<file path="config.mk">
export PLATFORM = sky130hd
export DESIGN_NAME = dl_postproc
export DESIGN_NICKNAME = d
export VERILOG_FILES = /design/src/design/dl_pkg.sv /design/src/design/dl_region_decode.sv /design/src/design/dl_addr_scramble.sv /design/src/design/dl_write_port.sv /design/src/design/dl_postproc.sv
export VERILOG_INCLUDE_DIRS = /design/src /design/src/design
export SDC_FILE = /design/constraint.sdc
export NUM_CORES = 1
export LEC_CHECK = 0
export BUFFER_PORTS_ARGS = -buffer_cell sky130_fd_sc_hd__buf_2
export CAP_MARGIN = 30
export CELL_PAD_IN_SITES_DETAIL_PLACEMENT = 2
export CELL_PAD_IN_SITES_GLOBAL_PLACEMENT = 2
export CORE_MARGIN = 5
export CORE_UTILIZATION = 33
export CTS_CLUSTER_SIZE = 40
export DETAILED_ROUTE_END_ITERATION = 6
export GPL_ROUTABILITY_DRIVEN = 0
export PLACE_DENSITY_LB_ADDON = 0.1
export SLEW_MARGIN = 40
export SYNTH_ARGS = -nofsm -noshare
export SYNTH_HDL_FRONTEND = slang
export SYNTH_HIERARCHICAL = 1
export SYNTH_SLANG_ARGS = --single-unit
</file>
<file path="constraint.sdc">
create_clock -name clk -period 2.25 [get_ports clk]
set_input_delay 0.3375 -clock clk [delete_from_list [all_inputs] [get_ports clk]]
set_output_delay 0.3375 -clock clk [all_outputs]
set_load 0.005 [all_outputs]
</file>
<file path="src/design/dl_settings.svh">
// Memory map and widths for the ROM download post-processor.
// Included by the package and by every module that sizes a port or
// compares a loader address against a region boundary.

`ifndef DL_SETTINGS_SVH
`define DL_SETTINGS_SVH

// Loader byte address, SDRAM word address, PROM write address
`define DL_ADDR_W     25
`define DL_WADDR_W    22
`define DL_PROM_AW    11

// Ascending region starts as byte offsets into the image
// Everything below the sound start is main CPU code
`define DL_SND_START  25'h001_0000
`define DL_SCR_START  25'h001_2000
`define DL_OBJ_START  25'h001_6000
`define DL_PCM_START  25'h001_E000
`define DL_PROM_START 25'h002_2000

// First byte past the image
// Anything at or above it is dropped
`define DL_END        25'h002_2800

`endif

</file>
<file path="src/design/dl_pkg.sv">
// Types shared by the download post-processor stages.
// Holds the region code, the word address union and the beat that
// moves down the three-stage pipeline.

`include "dl_settings.svh"

package dl_pkg;

    // Destination of one downloaded byte
    typedef enum logic [2:0] {
        REG_MAIN,
        REG_SND,
        REG_SCR,
        REG_OBJ,
        REG_PCM,
        REG_PROM,
        REG_NONE
    } dl_region_e;

    // Object tile view of a word address
    // Column and row pick the 8x8 cell inside a 32-word tile group
    typedef struct packed {
        logic [`DL_WADDR_W-6:0] upper;
        logic [1:0]             col;
        logic [2:0]             row;
    } dl_obj_view_s;

    // The same 22 bits read as a plain word or as the object view
    typedef union packed {
        logic [`DL_WADDR_W-1:0] word;
        dl_obj_view_s           obj;
    } dl_waddr_u;

    // One byte in flight between stages
    typedef struct packed {
        logic                   valid;
        dl_region_e             region;
        dl_waddr_u              waddr;
        logic                   lane;      // set for the high byte
        logic [7:0]             data;
        logic [`DL_PROM_AW-1:0] prom_addr;
    } dl_beat_s;

endpackage

</file>
<file path="src/design/dl_region_decode.sv">
// First pipeline stage of the download post-processor.
// Sorts each loader byte into its ROM region and splits the byte address
// into an SDRAM word address, a byte lane and a PROM-relative address.

`timescale 1ns/1ps

`include "dl_settings.svh"

module dl_region_decode (
    input  logic                  clk,
    input  logic                  rst,
    input  logic                  ioctl_wr,
    input  logic [`DL_ADDR_W-1:0] ioctl_addr,
    input  logic [7:0]            ioctl_dout,
    output dl_pkg::dl_beat_s      beat
);

    dl_pkg::dl_region_e    region;
    logic [`DL_ADDR_W-1:0] prom_off;
    logic [`DL_ADDR_W-2:0] word_full;
    dl_pkg::dl_beat_s      next_beat;

    // Region boundaries checked from the top of the image down
    always_comb begin
        if (ioctl_addr >= `DL_END) begin
            region = dl_pkg::REG_NONE;
        end else if (ioctl_addr >= `DL_PROM_START) begin
            region = dl_pkg::REG_PROM;
        end else if (ioctl_addr >= `DL_PCM_START) begin
            region = dl_pkg::REG_PCM;
        end else if (ioctl_addr >= `DL_OBJ_START) begin
            region = dl_pkg::REG_OBJ;
        end else if (ioctl_addr >= `DL_SCR_START) begin
            region = dl_pkg::REG_SCR;
        end else if (ioctl_addr >= `DL_SND_START) begin
            region = dl_pkg::REG_SND;
        end else begin
            region = dl_pkg::REG_MAIN;
        end
    end

    assign prom_off  = ioctl_addr - `DL_PROM_START;
    assign word_full = ioctl_addr[`DL_ADDR_W-1:1];

    always_comb begin
        next_beat            = '0;
        next_beat.valid      = ioctl_wr;
        next_beat.region     = region;
        // SDRAM words are 16 bits and hold two loader bytes
        next_beat.waddr.word = word_full[`DL_WADDR_W-1:0];
        next_beat.lane       = ioctl_addr[0];
        next_beat.data       = ioctl_dout;
        next_beat.prom_addr  = prom_off[`DL_PROM_AW-1:0];
    end

    // Stage register
    always_ff @(posedge clk) begin
        beat <= next_beat;
        if (rst) begin
            beat.valid <= 1'b0;
        end
    end

endmodule

</file>
<file path="src/design/dl_addr_scramble.sv">
// Second pipeline stage of the download post-processor.
// Reorders word address bits for the two graphics regions so the tile
// data lands in SDRAM in the order the video fetch logic reads it.

`timescale 1ns/1ps

module dl_addr_scramble (
    input  logic             clk,
    input  logic             rst,
    input  dl_pkg::dl_beat_s beat_in,
    output dl_pkg::dl_beat_s beat_out
);

    dl_pkg::dl_beat_s next_beat;

    always_comb begin
        next_beat = beat_in;
        case (beat_in.region)
            // Scroll tiles swap the two words of each pair
            dl_pkg::REG_SCR: begin
                next_beat.waddr.word[0] = ~beat_in.waddr.word[0];
            end
            // Object tiles move the row up to bits 4..2
            // The column drops to bits 1..0 and is inverted on the way
            dl_pkg::REG_OBJ: begin
                next_beat.waddr.obj.col = beat_in.waddr.obj.row[2:1];
                next_beat.waddr.obj.row = {
                    beat_in.waddr.obj.row[0],
                    ~beat_in.waddr.obj.col
                };
            end
            default: begin
                // Other regions keep the decoded address
            end
        endcase
    end

    always_ff @(posedge clk) begin
        beat_out <= next_beat;
        if (rst) begin
            beat_out.valid <= 1'b0;
        end
    end

endmodule

</file>
<file path="src/design/dl_write_port.sv">
// Last pipeline stage of the download post-processor.
// Turns a beat into either an SDRAM programming write or a colour PROM
// write. Bytes outside the image give no strobe at all.

`timescale 1ns/1ps

`include "dl_settings.svh"

module dl_write_port (
    input  logic                   clk,
    input  logic                   rst,
    input  dl_pkg::dl_beat_s       beat,
    // SDRAM programming port
    output logic                   prog_we,
    output logic [`DL_WADDR_W-1:0] prog_addr,
    output logic [15:0]            prog_data,
    output logic [1:0]             prog_mask,
    // Colour PROM port
    output logic                   prom_we,
    output logic [`DL_PROM_AW-1:0] prom_addr,
    output logic [7:0]             prom_data
);

    logic to_sdram;
    logic to_prom;

    // MAIN through PCM all live in SDRAM
    always_comb begin
        case (beat.region)
            dl_pkg::REG_MAIN,
            dl_pkg::REG_SND,
            dl_pkg::REG_SCR,
            dl_pkg::REG_OBJ,
            dl_pkg::REG_PCM: begin
                to_sdram = beat.valid;
                to_prom  = 1'b0;
            end
            dl_pkg::REG_PROM: begin
                to_sdram = 1'b0;
                to_prom  = beat.valid;
            end
            default: begin
                to_sdram = 1'b0;
                to_prom  = 1'b0;
            end
        endcase
    end

    // Strobes
    always_ff @(posedge clk) begin
        if (rst) begin
            prog_we <= 1'b0;
            prom_we <= 1'b0;
        end else begin
            prog_we <= to_sdram;
            prom_we <= to_prom;
        end
    end

    // Address and data hold between writes
    always_ff @(posedge clk) begin
        if (to_sdram) begin
            prog_addr <= beat.waddr.word;
            // Same byte on both halves and the mask picks the lane
            prog_data <= {beat.data, beat.data};
            prog_mask <= beat.lane ? 2'b10 : 2'b01;
        end
        if (to_prom) begin
            prom_addr <= beat.prom_addr;
            prom_data <= beat.data;
        end
    end

endmodule

</file>
<file path="src/design/dl_postproc.sv">
// Top level of the ROM download post-processor.
// Chains region decode, graphics address scramble and the write port.
// A byte enters on any cycle and reaches the write ports three clocks later.

`timescale 1ns/1ps

`include "dl_settings.svh"

module dl_postproc (
    input  logic                   clk,
    input  logic                   rst,
    // Loader stream
    input  logic                   ioctl_wr,
    input  logic [`DL_ADDR_W-1:0]  ioctl_addr,
    input  logic [7:0]             ioctl_dout,
    // SDRAM programming
    output logic                   prog_we,
    output logic [`DL_WADDR_W-1:0] prog_addr,
    output logic [15:0]            prog_data,
    output logic [1:0]             prog_mask,
    // Colour PROMs
    output logic                   prom_we,
    output logic [`DL_PROM_AW-1:0] prom_addr,
    output logic [7:0]             prom_data
);

    dl_pkg::dl_beat_s dec_beat;
    dl_pkg::dl_beat_s scr_beat;

    dl_region_decode u_decode (
        .clk        ( clk        ),
        .rst        ( rst        ),
        .ioctl_wr   ( ioctl_wr   ),
        .ioctl_addr ( ioctl_addr ),
        .ioctl_dout ( ioctl_dout ),
        .beat       ( dec_beat   )
    );

    dl_addr_scramble u_scramble (
        .clk      ( clk      ),
        .rst      ( rst      ),
        .beat_in  ( dec_beat ),
        .beat_out ( scr_beat )
    );

    dl_write_port u_write (
        .clk       ( clk       ),
        .rst       ( rst       ),
        .beat      ( scr_beat  ),
        .prog_we   ( prog_we   ),
        .prog_addr ( prog_addr ),
        .prog_data ( prog_data ),
        .prog_mask ( prog_mask ),
        .prom_we   ( prom_we   ),
        .prom_addr ( prom_addr ),
        .prom_data ( prom_data )
    );

endmodule

</file>
After elaboration in Yosys (flattened, before gate mapping)
Cells that the tools add are included.

Add/sub/neg operators: 1. $lt $le $gt $ge: 6. Eq/ne operators: 7. Multiplexer cells: 10. Bitwise gates (word level): 2. Reduce and logical (&&, ||, !) cells: 3.

Operator list (count): $ge A25 B17 Y1 const B (4); $ge A25 B18 Y1 const B (2); $eq A3 B2 Y1 const B (4); $sub A11 B1 Y11 const B (1); $eq A3 B3 Y1 const B (2); $mux W2 (3); $mux W3 (2); $reduce_or A5 Y1 (1); $mux W4 (1); $eq A3 B1 Y1 const B (1); $logic_not A3 Y1 (1); $mux W1 (3); $reduce_or A3 Y1 (1); $not A2 Y2 (1); $pmux W1 S2 (1); $not A1 Y1 (1).

Register bits after elaboration: 153. Input port bits: 36. Output and inout bits: 61. Word-level logic and storage cells: 49.

Longest topological paths before layout
Gate-level depths: netlist (run 1).

Word-level depth: 6. Depth in mapped cells: 3. Mapped depth without buffers: 3.

Cells and area by module
Netlist (run 1), hierarchy kept.

By module, submodules not included: dl_write_port (times used 1, cells each 68, area each 1682.9 µm², seq. area each 1571.5 µm²); dl_addr_scramble (times used 1, cells each 56, area each 1033.5 µm², seq. area each 920.9 µm²); dl_region_decode (times used 1, cells each 67, area each 930.9 µm², seq. area each 700.7 µm²).

Worst setup path before layout (run 1)
OpenSTA, ideal clock, no wires.

Path type: flip-flop to flip-flop. From: register u_scramble/beat_out[42] (netlist name). To: register u_write.prom_addr[0] (enable). Setup time: 423 ps. Arrival: 1857 ps. Data required time: 1827 ps. Slack: -30 ps. Stages on the path, launching flop included: 3. Buffers on the path: 0. Clock period less this slack: 2280 ps. Cells stage by stage: dfxtp_1 nand2_1 nor3b_1.

Cells in the longest elaborated chain, start to end: 2.

RTL lines: from (decl) (line dl_addr_scramble.sv:11) `output dl_pkg::dl_beat_s beat_out`; from (signal assigned) (line dl_addr_scramble.sv:39) `beat_out <= next_beat;`; $eq A3 B3 Y1 (line dl_write_port.sv:29) `case (beat.region)`; $mux W1 (line dl_write_port.sv:29); net u_write.to_prom (line dl_write_port.sv:25) `logic to_prom;`; to (signal assigned) (line dl_write_port.sv:69) `prom_addr <= beat.prom_addr;`; to (decl) (line dl_write_port.sv:20) `` output logic [`DL_PROM_AW-1:0] prom_addr, ``.

The timed path passes the listed nets, and every way through them passes these cells. A chain may end at the register's enable or synchronous reset.

Final worst setup path (run 1)
From: register u_scramble/beat_out[43] (netlist name). To: register u_write.prog_addr[1] (enable).

Cells in the longest elaborated chain, start to end: 3. Elaborated cells between the ends (all ways): 7. Those cells by class: eq/ne: 4; mux: 1; reduce/logical: 2.

RTL lines: $eq A3 B1 Y1, or another cell as far along (line dl_write_port.sv:29); $reduce_or A5 Y1 (*) (line dl_write_port.sv:29); $mux W1 (*) (line dl_write_port.sv:29); net u_write.to_sdram (line dl_write_port.sv:24) `logic to_sdram;`; to (signal assigned) (line dl_write_port.sv:63) `prog_addr <= beat.waddr.word;`; to (decl) (line dl_write_port.sv:15) `` output logic [`DL_WADDR_W-1:0] prog_addr, ``.

The timed path passes the listed nets; every way through them passes the cells marked *.

==> results of run 1 <==
[critical path: cells and delay by family, from the launching register on]
family                 cells  cell delay [ns]
AOI/OAI and AO/OA          1             0.16
buffers and inverters      1             0.22
DFF                        1             0.35
and+or+nand+nor            1             0.45
[cells in the final DEF (no fill, tap or decap), drive strengths merged]
cell type    count
xnor2            1
nand4            1
and3             1
edfxtp          51
o21ai            1
nand2            3
clkbuf          19
nor3b            2
o221ai           1
nor4b            1
buf             98
inv             11
dlygate4sd3     29
nor4             2
and3b            1
mux2             4
o31ai            1
a21o             1
clkinv           4
or3              1
nand3            5
nand3b           1
nor2             1
o22ai            1
and2             1
dfxtp           83
nor3             1
nor2b            3
mux2i            2
[cells by family (layout without fill, tap and decap cells)]
logic type	after synthesis	in the layout	share of synthesized area (%)
buffers and inverters	21	161	4.12
DFF	134	134	87.5
AOI/OAI and AO/OA	5	5	0.961
muxes	6	6	2.09
xor gates and xnor gates	1	1	0.240
and+or+nand+nor	24	24	5.04
[final cells by class]
type	instances	area [µm²]	share of cell area [%]
Sequential cell	134	3190	63.4
Clock inverter	13	109	2.16
Timing Repair Buffer	127	798	15.8
Inverter	2	7.51	0.149
Clock buffer	19	442	8.76
Multi-Input combinational cell	36	315	6.26
Tap cell	140	175	3.48
[per-stage QoR]
| stage | util, % | instance area, µm² |
|---|---|---|
| 6_report | 46.5 | 5040 |
| 5_1_grt | 46.5 | 5040 |
| 4_1_cts | 46.5 | 5040 |
| 3_5_place_dp | 38.7 | 4200 |
| 3_3_place_gp | 38.7 | 4200 |
| 2_1_floorplan | - | 3650 |
[path summary, 6_finish.rpt]
| kind | startpoint | endpoint | depth (start not counted) |
|---|---|---|---|
| worst min-delay path | ioctl_addr[15] | u_decode/beat[34]$_DFF_P_ | 1 |
| worst max register to register | u_scramble/beat_out[43]$_DFF_P_ | u_write/prog_addr[1]$_DFFE_PP_ | 3 |
| worst min register to register | u_decode/beat[15]$_DFF_P_ | u_scramble/beat_out[15]$_DFF_P_ | 0 |
| worst max-delay path | u_scramble/beat_out[43]$_DFF_P_ | u_write/prog_addr[1]$_DFFE_PP_ | 3 |
[registers in the layout, indices dropped and copies added, names as in the netlist]
name / count
u_scramble/beat_out: 46
u_write/prom_data: 8
u_write/prog_addr: 22
u_write/prom_addr: 11
u_decode/beat: 35
u_write/prog_mask: 2
u_write/prog_we: 1
u_write/prog_data: 8
u_write/prom_we: 1
[power breakdown]
group	switching (W)	leakage, nW	internal, W
registers	0.0000238	1.16	0.00259
logic	0.0000350	0.660	0.0000676
clock network	0.00104	0.277	0.00144
total	0.00110	2.09	0.00410
[timing repair]
item,4_1_cts,5_1_grt
setup buffers,0,0
endpoints found under the hold margin,29,0
hold buffers,29,0
[layer usage]
layer | vias to the layer above | share of wire (%) | wire (µm)
li1 | 912 | - | -
met1 | 896 | 40 | 2660
met2 | 71 | 51 | 3410
met3 | 4 | 7.7 | 512
met4 | 0 | 0.69 | 46
met5 | - | 0 | 0
==> results.txt, run 1 <==
Status - completed
Max Cap Viol - 0
Post-Syn Instances - 191
Starting DRT DRC Count - 75
Initial Util - 33.6%
Final Non-Filler Cells - 471
Mapped cell area - 3650 µm²
CTS tree - built
Clock root buffer - clkbuf_8
Max Freq - 673 MHz
YS warnings - 6
Synth area leaders - dfxtp_1, edfxtp_1, buf_4, mux2_4, nand3_1
Worst-Skew Late Latency - 0.51 ns
WP data arrival - 1.69 ns
Inserted Clock Buffers - 17
Fin nets - 354
DIE HEIGHT - 115 µm
Reg2Reg Setup Slack - 0.77 ns
P&R area growth vs syn - 38.2%
Die Area - 13,300 µm²
Startpoint type of the worst setup path - register
Synth Register Bits - 134
Slew HR - 70.3%
RSZ-0062 raised after global routing - no
Worst Setup Path Type - register to register
Final worst path period share - 66.0%
Async S/R FF share, synth - 0%
Met1 Usage GRT - 11.9%
Skew final - 0.0126 ns
Final setup violation count - 0
Drt wl/cell - 14.1 µm
Met2 Use GR - 17.6%
Placed wire-length estimate - 4.53 mm
Synth unique cells - 28
Die width - 115 µm
Synth area leader - dfxtp_1
Remaining global-route overflow - 0
# rows - 38
Vias in the first global route - 2,024
Total routed wirelength - 6.63 mm
Worst path required time - 2.46 ns
Clock-pin slew on the worst setup and hold paths - 0.06 ns
CP max FO - 17
Synth top area share - 45.6%
Final worst path period need - 1.48 ns
Most used routing layer in global routing - met2
Dpl cells - 410
Synth top cells by count - dfxtp_1, edfxtp_1, buf_4, nand3_1
Leakage - 2.09 nW
First-pass GRT wire length - 10.4 mm
Syn avg cell area - 19.1 µm²
Hold crit path type - input port to register
I/O pins - 97
Final TNS setup - 0 ns
Slew of the pin with the lowest slew margin - 0.445 ns
Drt pass-1 iters - 3
DR DRC count - 0
GRT Util Overall - 10.7%
Top-count cell post-synth - dfxtp_1
EDFF count, synth - 51
Dpl ws - 0.746 ns
Ant diodes - 0
Initial antenna violation count - 0
Port Buffers - 96
Peak VDD IR - 0.000410 V
Post-CTS Resized - 0
Max stage delay cell, worst path - and2_2
Final hold slack - 0.0336 ns
Clk sinks - 134
Filler cells - 1,036
Layout cells sized above 1 - 42.6%
Vias - 1,883
Power density cells - 1030 nW/µm²
Via density - 4.00
Worst Setup Slack, final - 0.765 ns
Post-synthesis sequential area ratio - 87.5%
Max-slew violations - 0
Slowest stage delay, CP - 0.45 ns
Pin count of the biggest net entering global routing - 20
Mapped Nets - 227
Antenna-violating nets left - 0
Most used flip-flop cell after synthesis - dfxtp_1
H-tree lvl count - 4
Setup crit end kind - register
Core Area - 10,800 µm²
Worst path cell trace - o21ai_1 > and2_2 > buf_12
Final hold violations - 0
Met3 Use GR - 5.11%
Tot Pwr - 0.00520 W
Maximum clock insertion buffer count - 2
Power figures use the tool's default switching activity.
==> run 2, diff against run 1 <==
--- a/config.mk
+++ b/config.mk
@@ -11,7 +11,7 @@
 export CELL_PAD_IN_SITES_DETAIL_PLACEMENT = 2
 export CELL_PAD_IN_SITES_GLOBAL_PLACEMENT = 2
 export CORE_MARGIN = 5
-export CORE_UTILIZATION = 33
+export CORE_UTILIZATION = 36
 export CTS_CLUSTER_SIZE = 40
 export DETAILED_ROUTE_END_ITERATION = 6
 export GPL_ROUTABILITY_DRIVEN = 0
==> constraint.sdc (replaced) <==
create_clock -name clk -period 1.4 [get_ports clk]
set_input_delay 0.21 -clock clk [delete_from_list [all_inputs] [get_ports clk]]
set_output_delay 0.21 -clock clk [all_outputs]
set_load 0.005 [all_outputs]
==> run 2 against run 1 <==
Compared with the run above: setup slack worse by 0.64 ns; critical path type is now register to output pin; largest power group is now the clock network; die area is 7.6% lower; core utilization is 6.4 points higher.
==> results.txt, run 2 (same netlist as run 1, synthesis figures left out) <==
Postcts setup bufs - 0 (unchanged)
H-tree lvl count - 4 (unchanged)
Via density - 4.06 (+1.5%)
Buffers & Inverters on Critical Path - 1 (unchanged)
Max stage delay cell, worst path - edfxtp_1
FF-to-FF Start - u_scramble/beat_out[43]$_DFF_P_
Setup crit end kind - output pin
Final worst path period share - 91.2%
Crit. path cell count - 1 (-2)
GRT Util Overall - 13.5% (+2.8 points)
DIE HEIGHT - 111 µm (-3.9%)
Worst Hold Endpoint - u_scramble/beat_out[37]$_DFF_P_
Final hold violations - 0 (unchanged)
Port Buffers - 96 (unchanged)
Clock root buffer - clkbuf_8
Initial Util - 37.1% (+3.5 points)
CTS tree - built
Vias in the first global route - 2,212 (+9.3%)
I/O pins - 97 (unchanged)
Multi-input logic area - 315 µm² (unchanged)
RSZ-0062 raised after global routing - no
Post-CTS Resized - 0 (unchanged)
First-pass GRT wire length - 12.3 mm (+18%)
Max Cap Viol - 0 (unchanged)
Remaining global-route overflow - 0 (unchanged)
Leakage - 2.15 nW (+2.7%)
Worst path required time - 1.19 ns (-1.27 ns)
Status - completed
Final TNS setup - 0 ns (unchanged)
Hold path cells - 0 (-1)
Drt pass-1 iters - 2 (-1)
Initial antenna violation count - 0 (unchanged)
WP data arrival - 1.07 ns (-0.62 ns)
Worst hold path startpoint - u_decode/beat[37]$_DFF_P_
Skew final - 0.00598 ns (-0.00666 ns)
# rows - 36 (-5.3%)
Vias - 1,915 (+1.7%)
Final setup violation count - 0 (unchanged)
CP max FO - 2 (-15)
Worst path cell trace - buf_2
Final core utilization - 52.9% (+6.4 points)
Final worst path period need - 1.28 ns
Leading cell type in the layout, fill and taps excluded - buf_2
Clk sinks - 134 (unchanged)
Worst Setup Path Type - register to output pin
Peak VDD IR - 0.000687 V (+68%)
R2R Path End - u_write/prog_data[8]$_DFFE_PP_
Die width - 111 µm (-3.9%)
Clock-pin slew on the worst setup and hold paths - 0.06 ns (about the same)
Placed wire-length estimate - 4.98 mm (+10%)
Top Registers - u_scramble/beat_out x46, u_decode/beat x35, u_write/prog_addr x22
Slew of the pin with the lowest slew margin - 0.299 ns (-0.146 ns)
DR DRC count - 0 (unchanged)
Pin count of the biggest net entering global routing - 23 (+15%)
Drt wl/cell - 16.3 µm (+16%)
Max FFs per register - 46 (unchanged)
Ant diodes - 0 (unchanged)
Slew HR - 79.9% (+9.6 points)
Die Area - 12,200 µm² (-7.6%)
Core Area - 9820 µm² (-9.4%)
Kind of cell adding the most delay to the critical path - flip-flops
Filler cells - 927 (-11%)
Startpoint type of the worst setup path - register
Power density cells - 1730 nW/µm² (+68%)
Hold crit path type - register to register
Fin nets - 362 (+2.3%)
Max Freq - 783 MHz
Hold Buf Count CTS - 36 (+24%)
Total routed wirelength - 7.70 mm (+16%)
Max-slew violations - 0 (unchanged)
Most frequent cells in the layout - buf_2, dfxtp_1, edfxtp_1, dlygate4sd3_1, clkbuf_16
Reg2Reg Setup Slack - 0.16 ns (-0.61 ns)
Slowest stage delay, CP - 0.41 ns (-0.04 ns)
Antenna-violating nets left - 0 (unchanged)
Sequential Area - 3190 µm² (unchanged)
Starting DRT DRC Count - 46 (-39%)
Worst-Skew Late Latency - 0.51 ns (about the same)
P&R area growth vs syn - 42.5%
Reg2reg path depth - 3 (unchanged)
Maximum clock insertion buffer count - 2 (unchanged)
Biggest register - u_scramble/beat_out
Inserted Clock Buffers - 17 (unchanged)
Layout cells sized above 1 - 41.0% (-1.6 points)
## run 2: cell types whose count changed in the layout (fill, tap and decap cells not counted), sizes merged
cell | before | now
bufinv | 0 | 5
dlygate4sd3 | 29 | 36
buf | 98 | 99
inv | 11 | 3
clkinvlp | 0 | 3
## run 2: worst max path at each step
stage	start	to	slack (ns)
global route	u_scramble/beat_out[43]$_DFF_P_	u_write/prog_addr[0]$_DFFE_PP_	0.07
floorplan	u_scramble/beat_out[42]$_DFF_P_	u_write/prom_addr[0]$_DFFE_PP_	0.02
finish	u_write/prog_data[10]$_DFFE_PP_	prog_data[2]	0.12
detailed placement	u_scramble/beat_out[43]$_DFF_P_	u_write/prog_mask[0]$_DFFE_PP_	0.20
global placement	u_scramble/beat_out[43]$_DFF_P_	u_write/prog_mask[1]$_DFFE_PP_	0.22
CTS	u_write/prog_addr[9]$_DFFE_PP_	prog_addr[9]	0.08
## run 2: layout make-up
class                           count  area share [%]
Clock inverter                     13            3.92
Inverter                            2           0.144
Tap cell                          133            3.20
Multi-Input combinational cell     36            6.07
Clock buffer                       19            8.11
Timing Repair Buffer              135            17.1
Sequential cell                   134            61.4
## run 2: metrics by stage
step	hold slack [ns]	worst slack (ns)	cells	total power [W]	instance area, µm²
2_1_floorplan	0.238	0.0194	191	0.00432	3660
3_3_place_gp	0.310	0.223	404	0.00438	4210
3_5_place_dp	0.313	0.196	404	0.00439	4210
4_1_cts	0.298	0.0790	472	0.00913	5200
5_1_grt	0.304	0.0699	472	0.00933	5200
6_report	0.325	0.123	472	0.00900	5200
## run 2: where the power goes
part	internal (W)	total (W)	switching [W]	leakage, nW
Combinational	0.000122	0.000182	0.0000605	0.699
Sequential	0.00416	0.00420	0.0000448	1.16
Clock	0.00306	0.00461	0.00155	0.296
## run 2: layer usage
| metal | share of wire (%) | track usage (%) |
|---|---|---|
| met1 | 39 | 14.2 |
| met2 | 54 | 23.5 |
| met4 | 1.5 | 7.64 |
| met3 | 4.7 | 4.53 |
| met5 | 0 | 0 |
